===== config.mk =====
export PLATFORM = sky130hd
export DESIGN_NAME = ex1_stage
export DESIGN_NICKNAME = d
export VERILOG_FILES = /design/src/rtl/datapath_pkg.sv /design/src/rtl/isa_pkg.sv /design/src/rtl/ex1_stage.sv
export SDC_FILE = /design/constraint.sdc
export NUM_CORES = 1
export LEC_CHECK = 0
export ABC_AREA = 1
export BUFFER_PORTS_ARGS = -buffer_cell sky130_fd_sc_hd__buf_2
export CORE_AREA = 5 5 311 313
export CTS_CLUSTER_SIZE = 10
export DETAILED_ROUTE_END_ITERATION = 16
export DIE_AREA = 0 0 316 318
export GPL_TIMING_DRIVEN = 0
export MAX_ROUTING_LAYER = met4
export SYNTH_ARGS = -nofsm -noshare
export SYNTH_HDL_FRONTEND = slang
export SYNTH_SLANG_ARGS = --single-unit

===== constraint.sdc =====
create_clock -name clk -period 8.05 [get_ports clk]
set_input_delay 1.61 -clock clk [delete_from_list [all_inputs] [get_ports clk]]
set_output_delay 1.61 -clock clk [all_outputs]
set_load 0.05 [all_outputs]

===== src/rtl/datapath_pkg.sv =====
package datapath_pkg;

    localparam int XLEN       = 32;
    localparam int DMEM_WORDS = 64;
    localparam int DMEM_AW    = $clog2(DMEM_WORDS);

    // one quotient bit per step
    localparam int DIV_STEPS  = XLEN;

endpackage


===== src/rtl/isa_pkg.sv =====
package isa_pkg;

    localparam int REG_W = 5;

    // bit 3 marks the long-latency ops, bit 2 the memory ops
    typedef enum logic [3:0] {
        NOP  = 4'b0000,
        ADD  = 4'b0001,
        SUB  = 4'b0010,
        AND  = 4'b0011,
        OR   = 4'b0100,
        XOR  = 4'b0101,
        SLT  = 4'b0110,
        ADDI = 4'b0111,
        DIV  = 4'b1000,
        REM  = 4'b1001,
        LD   = 4'b1100,
        ST   = 4'b1110
    } uop_e;

    localparam int LONG_BIT = 3;  // div, rem, ld, st
    localparam int MEM_BIT  = 2;  // ld, st
    localparam int COND_REM = 0;  // remainder within the divide pair
    localparam int COND_ST  = 1;  // store within the memory pair

    function automatic logic is_writer(uop_e op);
        return !(op == NOP || op == ST);
    endfunction

endpackage


===== src/rtl/ex1_stage.sv =====
module ex1_stage (
    input  logic                                clk,
    input  logic                                aresetn,
    input  logic                                issue_valid,
    output logic                                issue_ready,
    input  logic [datapath_pkg::XLEN-1:0]       pc0,
    input  logic [datapath_pkg::XLEN-1:0]       pc1,
    input  isa_pkg::uop_e                       op0,
    input  isa_pkg::uop_e                       op1,
    input  logic [isa_pkg::REG_W-1:0]           rs1_0,
    input  logic [isa_pkg::REG_W-1:0]           rs2_0,
    input  logic [isa_pkg::REG_W-1:0]           rd0,
    input  logic [datapath_pkg::XLEN-1:0]       imm0,
    input  logic [isa_pkg::REG_W-1:0]           rs1_1,
    input  logic [isa_pkg::REG_W-1:0]           rs2_1,
    input  logic [isa_pkg::REG_W-1:0]           rd1,
    input  logic [datapath_pkg::XLEN-1:0]       imm1,
    output logic [isa_pkg::REG_W-1:0]           raddr0,
    output logic [isa_pkg::REG_W-1:0]           raddr1,
    output logic [isa_pkg::REG_W-1:0]           raddr2,
    output logic [isa_pkg::REG_W-1:0]           raddr3,
    input  logic [datapath_pkg::XLEN-1:0]       rdata0,
    input  logic [datapath_pkg::XLEN-1:0]       rdata1,
    input  logic [datapath_pkg::XLEN-1:0]       rdata2,
    input  logic [datapath_pkg::XLEN-1:0]       rdata3,
    output logic                                div_start,
    output logic [datapath_pkg::XLEN-1:0]       dividend,
    output logic [datapath_pkg::XLEN-1:0]       divisor,
    output logic                                mem_rd,
    output logic                                mem_wr,
    output logic [datapath_pkg::DMEM_AW-1:0]    mem_addr,
    output logic [datapath_pkg::XLEN-1:0]       mem_wdata,
    output logic                                bundle_valid,
    output logic [datapath_pkg::XLEN-1:0]       ex_pc0,
    output logic [datapath_pkg::XLEN-1:0]       ex_pc1,
    output isa_pkg::uop_e                       ex_uop0,
    output isa_pkg::uop_e                       ex_uop1,
    output logic [isa_pkg::REG_W-1:0]           ex_rd0,
    output logic [isa_pkg::REG_W-1:0]           ex_rd1,
    output logic [datapath_pkg::XLEN-1:0]       alu_result0,
    output logic [datapath_pkg::XLEN-1:0]       alu_result1,
    output logic                                result0_valid,
    output logic                                result1_valid,
    input  logic                                bundle_done
);
    import isa_pkg::*;
    import datapath_pkg::*;

    logic            busy;
    logic            first;  // first cycle after capture
    logic            accept;
    logic [XLEN-1:0] a0, b0, a1, b1;
    logic [XLEN-1:0] imm0_q, imm1_q;
    logic            div0, div1, mem0, mem1;
    logic [XLEN-1:0] mem_sum;

    function automatic logic [XLEN-1:0] alu(uop_e op, logic [XLEN-1:0] a,
                                            logic [XLEN-1:0] b, logic [XLEN-1:0] imm);
        case (op)
            ADD:     return a + b;
            SUB:     return a - b;
            AND:     return a & b;
            OR:      return a | b;
            XOR:     return a ^ b;
            SLT:     return {{(XLEN-1){1'b0}}, $signed(a) < $signed(b)};
            ADDI:    return a + imm;
            default: return '0;
        endcase
    endfunction

    assign issue_ready  = ~busy;
    assign accept       = issue_valid & ~busy;
    assign bundle_valid = busy;

    // operands are read in the issue cycle
    assign raddr0 = rs1_0;
    assign raddr1 = rs2_0;
    assign raddr2 = rs1_1;
    assign raddr3 = rs2_1;

    always_ff @(posedge clk) begin
        if (!aresetn) begin
            busy    <= 1'b0;
            first   <= 1'b0;
            ex_uop0 <= NOP;
            ex_uop1 <= NOP;
        end else begin
            first <= accept;
            if (accept) begin
                busy    <= 1'b1;
                ex_uop0 <= op0;
                ex_uop1 <= op1;
            end else if (bundle_done) begin
                busy <= 1'b0;
            end
        end
    end

    always_ff @(posedge clk) begin
        if (accept) begin
            ex_pc0 <= pc0;
            ex_pc1 <= pc1;
            ex_rd0 <= rd0;
            ex_rd1 <= rd1;
            imm0_q <= imm0;
            imm1_q <= imm1;
            a0     <= rdata0;
            b0     <= rdata1;
            a1     <= rdata2;
            b1     <= rdata3;
        end
    end

    assign alu_result0   = alu(ex_uop0, a0, b0, imm0_q);
    assign alu_result1   = alu(ex_uop1, a1, b1, imm1_q);
    assign result0_valid = first & ~ex_uop0[LONG_BIT];  // nop completes here too
    assign result1_valid = first & ~ex_uop1[LONG_BIT];

    // at most one divide and one memory op per bundle
    assign div0 = ex_uop0[LONG_BIT] & ~ex_uop0[MEM_BIT];
    assign div1 = ex_uop1[LONG_BIT] & ~ex_uop1[MEM_BIT];
    assign mem0 = ex_uop0[LONG_BIT] & ex_uop0[MEM_BIT];
    assign mem1 = ex_uop1[LONG_BIT] & ex_uop1[MEM_BIT];

    assign div_start = first & (div0 | div1);
    assign dividend  = div0 ? a0 : a1;
    assign divisor   = div0 ? b0 : b1;

    assign mem_rd    = first & ((mem0 & ~ex_uop0[COND_ST]) | (mem1 & ~ex_uop1[COND_ST]));
    assign mem_wr    = first & ((mem0 & ex_uop0[COND_ST]) | (mem1 & ex_uop1[COND_ST]));
    assign mem_sum   = mem0 ? a0 + imm0_q : a1 + imm1_q;
    assign mem_addr  = mem_sum[DMEM_AW-1:0];  // word index
    assign mem_wdata = mem0 ? b0 : b1;

endmodule


* Yosys cells after proc, flatten, opt, wreduce, memory -nomap -nowiden *
Cells that the tools add are included.

word-level totals
  flip-flop bits (word level) = 276
  bits in latches = 0
  RAM bits = 0
  memory bits (read-only) = 0
  bits of input ports = 298
  memories kept = 0

operators by class
  $add $sub $neg = 6
  multiply operators = 0
  div/mod/pow operators = 0
  magnitude comparators = 2
  equal/unequal tests = 14
  shifts and indexed selects = 0
  muxes and demuxes = 8
  bitwise operators = 30
  reduce and logical (&&, ||, !) cells = 1

operators by type and width
  kind                                                 count
  one-hot mux 32 bit (7 select lines)                  2
  adder 32 bit                                         4
  2-to-1 mux 32 bit                                    3
  bitwise AND 32 bit                                   2
  < comparator 32 bit                                  2
  bitwise OR 32 bit                                    2
  subtractor 32 bit                                    2
  bitwise XOR 32 bit                                   2
  equality test 4 x 3 -> 1 bit, second input constant  8
  equality test 4 x 2 -> 1 bit, second input constant  4
  bitwise AND 1 bit                                    14
  equality test 4 x 1 -> 1 bit, second input constant  2
  inverter 1 bit                                       7
  2-to-1 mux 6 bit                                     1
  bitwise OR 1 bit                                     3
  2-to-1 mux 1 bit                                     2
  nonzero test 2 bit                                   1

* Longest topological paths before layout *
Gate-level depths: netlist of the first run.

  word-level depth = 4
  gate-level depth with buffers = 17
  mapped depth without buffers = 16

* Worst setup path after synthesis of the first run *
No wires, ideal clock.

  kind = input to register
  from = in issue_valid
  to = reg a0[0], enable pin
  setup time = 0.618 ns
  arrival time = 6.911 ns
  required time = 7.432 ns
  slack = 0.521 ns
  stages on the path = 2
  cell sequence = nand2_1 inv_1

on the way
  cells in the longest elaborated chain, start to end = 1

RTL lines
  element               line              RTL
  from (decl)           ex1_stage.sv:4    input logic issue_valid,
  bitwise AND 1 bit     ex1_stage.sv:72   assign accept = issue_valid & ~busy;
  net accept            ex1_stage.sv:51   logic accept;
  to (signal assigned)  ex1_stage.sv:107  a0 <= rdata0;
  to (decl)             ex1_stage.sv:52   logic [XLEN-1:0] a0, b0, a1, b1;

The timed path passes the listed nets, and every way through them passes these cells.
A chain may end at the register's enable or synchronous reset.

* Worst setup path in the final report of the first run *
  from = reg b1[16]
  to = out alu_result1[19] (netlist name)

on the way
  cells in the longest elaborated chain, start to end = 2
  elaborated cells on any way between the ends = 3

RTL lines
  element                                            line                              RTL
  from (decl)                                        ex1_stage.sv:52
  from (signal assigned)                             ex1_stage.sv:110                  b1 <= rdata3;
  subtractor 32 bit or adder 32 bit (tied branches)  ex1_stage.sv:61, ex1_stage.sv:60
  one-hot mux 32 bit (7 select lines) *              ex1_stage.sv:59                   case (op)
  to (decl)                                          ex1_stage.sv:41                   output logic [datapath_pkg::XLEN-1:0] alu_result1,

Every way passes the cells marked *; elsewhere a longest branch is shown, timed or not.

==> results of run 1 <==
## area by class of cell
class / instances / area (um2)
antenna: 5 / 12.51
buffer: 126 / 818.3
clock buffer: 45 / 934.6
clock inverter: 10 / 143.9
fill: 10460 / 60740
inverter: 829 / 3119
multi-input combinational: 2982 / 15670
sequential: 276 / 8188
tap: 1265 / 1583
timing repair buffer: 553 / 2813
## routing by layer
layer	GRT usage	up-vias
met2	0.4412	1190
met4	0.07768	0
li1	-	14490
met5	-	-
met3	0.02729	186
met1	0.3401	13790
## sequential cells by signal (all words and copies together) (netlist names), 5 cells and up
signal and count:
a0 32, a1 32, b0 32, b1 32, ex_pc0 32, ex_pc1 32
imm0_q 32, imm1_q 32, ex_rd0 5, ex_rd1 5
## worst min-delay path, stage by stage, from the launching register on
cell and delay [ps]:
dfxtp_1 340, inv_1 120, a21oi_1 70
## synth_stat cells (10+ instances only)
| cell | count |
|---|---|
| a21oi_1 | 210 |
| a221oi_1 | 11 |
| buf_2 | 46 |
| buf_4 | 40 |
| buf_6 | 18 |
| clkbuf_1 | 20 |
| dfxtp_1 | 10 |
| edfxtp_1 | 266 |
| ha_1 | 287 |
| inv_1 | 814 |
| inv_2 | 14 |
| nand2_1 | 1389 |
| nand2_2 | 15 |
| nand3_1 | 289 |
| nand4_1 | 69 |
| nor2_1 | 295 |
| nor2_2 | 25 |
| nor3_1 | 21 |
| o21ai_0 | 174 |
| o21ai_1 | 15 |
| o21bai_1 | 18 |
| o22ai_1 | 55 |
| or2_2 | 10 |
| xor2_1 | 10 |
## placed cells by master (no fill, tap or decap), drive strengths merged, types with 6 or more instances in the layout
master / count
nand2: 1406
inv: 828
buf: 657
nor2: 322
nand3: 297
ha: 287
edfxtp: 266
a21oi: 219
o21ai: 189
nand4: 69
clkbuf: 67
o22ai: 55
nor3: 29
o21bai: 18
or2: 14
a221oi: 11
xor2: 10
dfxtp: 10
and2: 9
clkinv: 9
a21o: 8
nand3b: 7
fa: 6
## power by group through the flow
stage | sequential (W) | clock, W | combinational [W]
3_5_place_dp | 0.00182 | 0 | 0.00237
5_1_grt | 0.00181 | 0.00164 | 0.00258
2_1_floorplan | 0.00188 | 0 | 0.00151
6_report | 0.00180 | 0.00153 | 0.00240
3_3_place_gp | 0.00186 | 0 | 0.00236
4_1_cts | 0.00180 | 0.00158 | 0.00238
## how the worst max path moves through the flow
stage,from,end
2_1_floorplan,issue_valid,a0[0]
3_3_place_gp,issue_valid,b1[21]
3_5_place_dp,a1[1],alu_result1[23]
4_1_cts,a1[1],alu_result1[23]
5_1_grt,a1[1],alu_result1[23]
6_report,b1[16],alu_result1[19]
## kinds of logic (layout without fill, tap and decap cells)
logic type | after synthesis | count (layout) | synth area share
compound gates | 520 | 520 | 0.1033
xor+xnor | 10 | 10 | 0.003152
fa+ha+maj | 293 | 293 | 0.1336
buf+inv | 955 | 1563 | 0.1414
flops | 276 | 276 | 0.2947
other cells | 0 | 5 | 0
simple gates | 2159 | 2159 | 0.3239
## through the flow
| step | power (W) | util | hold slack (ps) | instances | setup TNS, ps |
|---|---|---|---|---|---|
| 2_1_floorplan | 0.003386 | - | 769.0 | 4213 | 0 |
| 3_3_place_gp | 0.004220 | 0.3417 | 549.6 | 6029 | -668550 |
| 3_5_place_dp | 0.004197 | 0.3424 | 557.4 | 6031 | 0 |
| 4_1_cts | 0.005757 | 0.3538 | 564.8 | 6086 | 0 |
| 5_1_grt | 0.006020 | 0.3539 | 617.5 | 6090 | 0 |
| 6_report | 0.005726 | 0.3540 | 579.7 | 6091 | 0 |
==> results_dict.tcl, run 1 <==
set metrics [dict create \
    status "finished, final reports clean" \
    ios 573 \
    ys_ff_latch 276 \
    drtIter0Drc 2722 \
    ys_seq_area_frac 0.2947 \
    switching_share 0.4499 \
    clock_latency_ps 600 \
    io_buffers 551 \
    grt_antenna_before_repair 7 \
    rsz0062_at_grt "false" \
    die_h_um 318 \
    synth_edf_count 266 \
    critPathBufInv 6 \
    dr_wl_met2_mm 64.18 \
    yosysTopAreaCellShare 0.2875 \
    route.detailed.drc 0 \
    top_layer_used "met4" \
    wl_met1_mm 57.66 \
    cp.arrival_ps 3790 \
    post_drt_via_cell_ratio 4.869 \
    slew_headroom 0.1752 \
    wl_met3_mm 8.963 \
    cts_setup_buffers 0 \
    fin_crit_sh 0.6709 \
    slew_violations 0 \
    cts_tree "done" \
    peakVddDrop_mv 0.1817 \
    htree_levels 2 \
    clkPwrFrac 0.266 \
    design_area_um2 33280 \
    cpMaxStageDelayCell "edfxtp_1" \
    clock-sinks 276 \
    area_growth_pct 19.77 \
    critPathTopFamily "simple AND/OR/NAND/NOR gates" \
    seqPwrFrac 0.314 \
    max_stage_delay_ps 760 \
    crit_chain "inv_1, ha_1, buf_2, nand2_1, inv_1, nand2_1, inv_1, nand2_1, nand2_1, inv_1, nand3_1, o21ai_0, nor2_1, nor2_1, nand3_1, buf_2" \
    synth.avg_cell_area_um2 6.595 \
    numCtsBuffers 36 \
    hold_path_depth 2 \
    grt_pass1_wl_mm 189.0 \
    dieArea_um2 100500 \
    grt_pass1_vias 28400 \
    wl_mm 135.3 \
    reg2reg_to "a0[16]" \
    final_hold_viol_count 0 \
    ctsRootBufferMaster "clkbuf_16" \
    synth_top_cell_by_area "edfxtp_1" \
    yosys-top-cells-area "edfxtp_1 (29%), nand2_1 (19%), ha_1 (13%), inv_1 (11%), nand3_1 (5.2%)" \
    layout-drive-gt1-share 0.1655 \
    p_int_w 0.003150 \
    coreArea_um2 94020 \
    crit_type "reg2out" \
    syn-num-nets 4804 \
    grt.overflow.total 0 \
    synthArstFlopShare 0 \
    gr-usage-all-layers 0.2644 \
    min_to "ex_uop1[0]" \
    initial_core_util 0.2955 \
    ys_warn_count 0 \
    syn_inst 4213 \
    combPwrFrac 0.419 \
    finalSetupViolCount 0 \
    cts.reportedPaths.clkPinSlew_ps 60 \
    wl_per_cell_um 22.22 \
    post_cts_resized 0 \
    critPathMaxFanout 8 \
    final_nets 5395 \
    grt_max_degree 123 \
    ctsHoldBuffers 0 \
    r2r_cells 4 \
    dpl.hpwl_mm 115.2 \
    crit_path_end_kind "primary output" \
    hold_path.startpoint "ex_uop1[0]" \
    skew_ps 40.02 \
    dpl_cell_area_um2 32190 \
    path_depth 16 \
    cap_violations 0 \
    power.switching_w 0.002576 \
    r2r-start "bundle_valid" \
    p_leak_nw 18.12 \
    detail-route-antenna-nets 0 \
    die_width_um 316 \
    power.density_nw_per_um2 172.1 \
    worst_pin_slew_ps 1237 \
    layout_setup_ws_ps 2649 \
    detailedPlace.worstSlack_ps 3410 \
    period_needed_ps 5401 \
    row_count 113 \
    vias 29660 \
    ys.flop_type "edfxtp_1" \
    r2r_slack_ps 5840 \
    cp_data_required_time_ps 6440 \
    dr.pass1.iters 6 \
    timing.fmax_mhz 185.2 \
    clock_path_buffers 3 \
    syn-cell-area_um2 27790 \
    start_kind "flop" \
    ys_types 46 \
    hold_path_class "reg2reg" \
    place_congestion 0.9985 \
]
Note: power is estimated with default switching activity, not from simulation.
==> run 2: changes to the inputs <==
clock period = 4.5 ns   (was 8.05 ns; I/O delays follow)
==> run 2 against run 1 <==
Sequential share of layout area is 0.30 points lower. Largest power group unchanged. Via count is 0.79% higher. Worst hold slack worse by 89 ps. First-iteration DRC count is 0.37% higher. Sequential power is 78% higher. Combinational power is 82% higher. Die area stayed put. Clock skew is 24 ps lower. Total power is 77% higher. Flip-flop and latch count stayed put. Final cell count is 0.67% higher. Critical path type unchanged. Worst setup slack worse by 2600 ps.
==> results_dict.tcl, run 2 (synthesis gave the netlist of run 1 again) <==
set metrics [dict create \
    status "finished, final reports clean" \
    crit_type "reg2out" \
    vias 29890 \
    finalSetupViolCount 0 \
    layout-drive-gt1-share 0.1779 \
    post_drt_via_cell_ratio 4.875 \
    hold_path_depth 1 \
    grt_pass1_wl_mm 187.7 \
    period_needed_ps 4448 \
    crit_path_start "ex_uop0[3]" \
    combPwrFrac 0.431 \
    dieArea_um2 100500 \
    peakVddDrop_mv 0.3228 \
    hold_path_class "in2reg" \
    numCtsBuffers 36 \
    worst_pin_slew_ps 1102 \
    skew_ps 16.36 \
    reg2reg_to "ex_pc1[23]" \
    wl_met1_mm 56.65 \
    final_common_cell "nand2_1" \
    power.density_nw_per_um2 300.5 \
    io_buffers 551 \
    final_cell_mix "nand2_1 (1386), inv_1 (805), buf_2 (589)" \
    p_leak_nw 18.31 \
    grt.overflow.total 0 \
    cp_data_required_time_ps 3600 \
    seqPwrFrac 0.316 \
    utilization 0.3585 \
    crit_end "divisor[15]" \
    nFillCells 10300 \
    die_h_um 318 \
    cp.arrival_ps 3550 \
    p_int_w 0.005598 \
    ctsRootBufferMaster "clkbuf_16" \
    r2r-start "bundle_valid" \
    place_congestion 1.002 \
    timing.fmax_mhz 224.8 \
    detail-route-antenna-nets 0 \
    top_layer_used "met4" \
    num_antenna_cells 0 \
    dpl.hpwl_mm 114.8 \
    cts_tree "done" \
    final_nets 5442 \
    gr-usage-all-layers 0.2615 \
    row_count 113 \
    critPathMaxFanout 10 \
    clock-sinks 276 \
    grt_max_degree 47 \
    rsz0062_at_grt "false" \
    clock_latency_ps 580 \
    coreArea_um2 94020 \
    r2r_cells 7 \
    area_growth_pct 21.30 \
    grt_antenna_before_repair 6 \
    crit_path_end_kind "primary output" \
    dr.pass1.iters 8 \
    power.switching_w 0.004531 \
    cap_violations 0 \
    initial_core_util 0.2955 \
    route.detailed.drc 0 \
    wl_mm 134.4 \
    slew_violations 0 \
    dr_wl_met2_mm 64.02 \
    r2r_slack_ps 2030 \
    slew_headroom 0.2656 \
    drtIter0Drc 2732 \
    switching_share 0.4473 \
    ctsHoldBuffers 0 \
    clock_path_buffers 3 \
    cts.reportedPaths.clkPinSlew_ps 60 \
    start_kind "flop" \
    final_hold_viol_count 0 \
    fin_crit_sh 0.9883 \
    clkPwrFrac 0.253 \
    ios 573 \
    wl_per_cell_um 21.91 \
    htree_levels 2 \
    wl_met3_mm 8.887 \
    fin_hold_ws_ps 490.5 \
    grt_pass1_vias 28490 \
    die_width_um 316 \
]
## run 2: power groups by stage
stage	logic [W]	registers, W	clock network, W
after detailed placement	0.00426	0.00326	0
after CTS	0.00428	0.00320	0.00266
final	0.00437	0.00320	0.00257
after global placement	0.00422	0.00330	0
after global routing	0.00469	0.00321	0.00275
after floorplan	0.00270	0.00335	0
## run 2: worst max-delay path: stages, from the launching register on
cell,delay (ps)
dfxtp_1,640
inv_2,130
or2_1,280
clkbuf_1,220
clkbuf_1,510
o21ai_1,770
buf_2,390
## run 2: stage by stage
| stage | instances | total power, W | setup TNS, ps | area (um2) | worst slack (ps) |
|---|---|---|---|---|---|
| floorplan | 4213 | 0.006047 | -229890 | 27810 | -859.5 |
| CTS | 6092 | 0.01015 | 0 | 33320 | 13.28 |
| detailed placement | 6036 | 0.007513 | 0 | 32290 | 553.4 |
| global route | 6132 | 0.01065 | 0 | 33700 | 0.5567 |
| finish | 6132 | 0.01013 | 0 | 33700 | 52.47 |
| global placement | 6029 | 0.007518 | -896430 | 32150 | -3423 |
## run 2: how the worst min path moves through the flow
stage          startpoint          to  slack (ps)
5_1_grt            rd1[0]   ex_rd1[0]         470
4_1_cts         rdata0[0]       a0[0]         450
3_3_place_gp   ex_uop1[0]  ex_uop1[0]         560
6_report        rdata0[0]       a0[0]         490
3_5_place_dp   ex_uop1[0]  ex_uop1[0]         580
2_1_floorplan  ex_uop1[0]  ex_uop1[0]         770
## run 2: area by class of cell
type	instances	area, um2	area share
clock inverter	11	73.82	0.002190
multi-input combinational	2982	15730	0.4666
timing repair buffer	600	3246	0.09630
clock buffer	43	927.1	0.02751
tap	1265	1583	0.04696
buffer	126	818.3	0.02428
sequential	276	8192	0.2431
inverter	829	3137	0.09307
## run 2: layer usage
layer | vias to the layer above | global-route usage
met5 | - | -
met4 | 0 | 0.07935
met3 | 199 | 0.02357
met2 | 1202 | 0.4375
met1 | 13910 | 0.3366
li1 | 14590 | -
## run 2: what timing repair did
item	CTS	global route
endpoints found under the setup margin	5	30
pin swaps	0	3
gates resized for setup	4	28
setup buffers	2	40
hold endpoints to repair	0	0
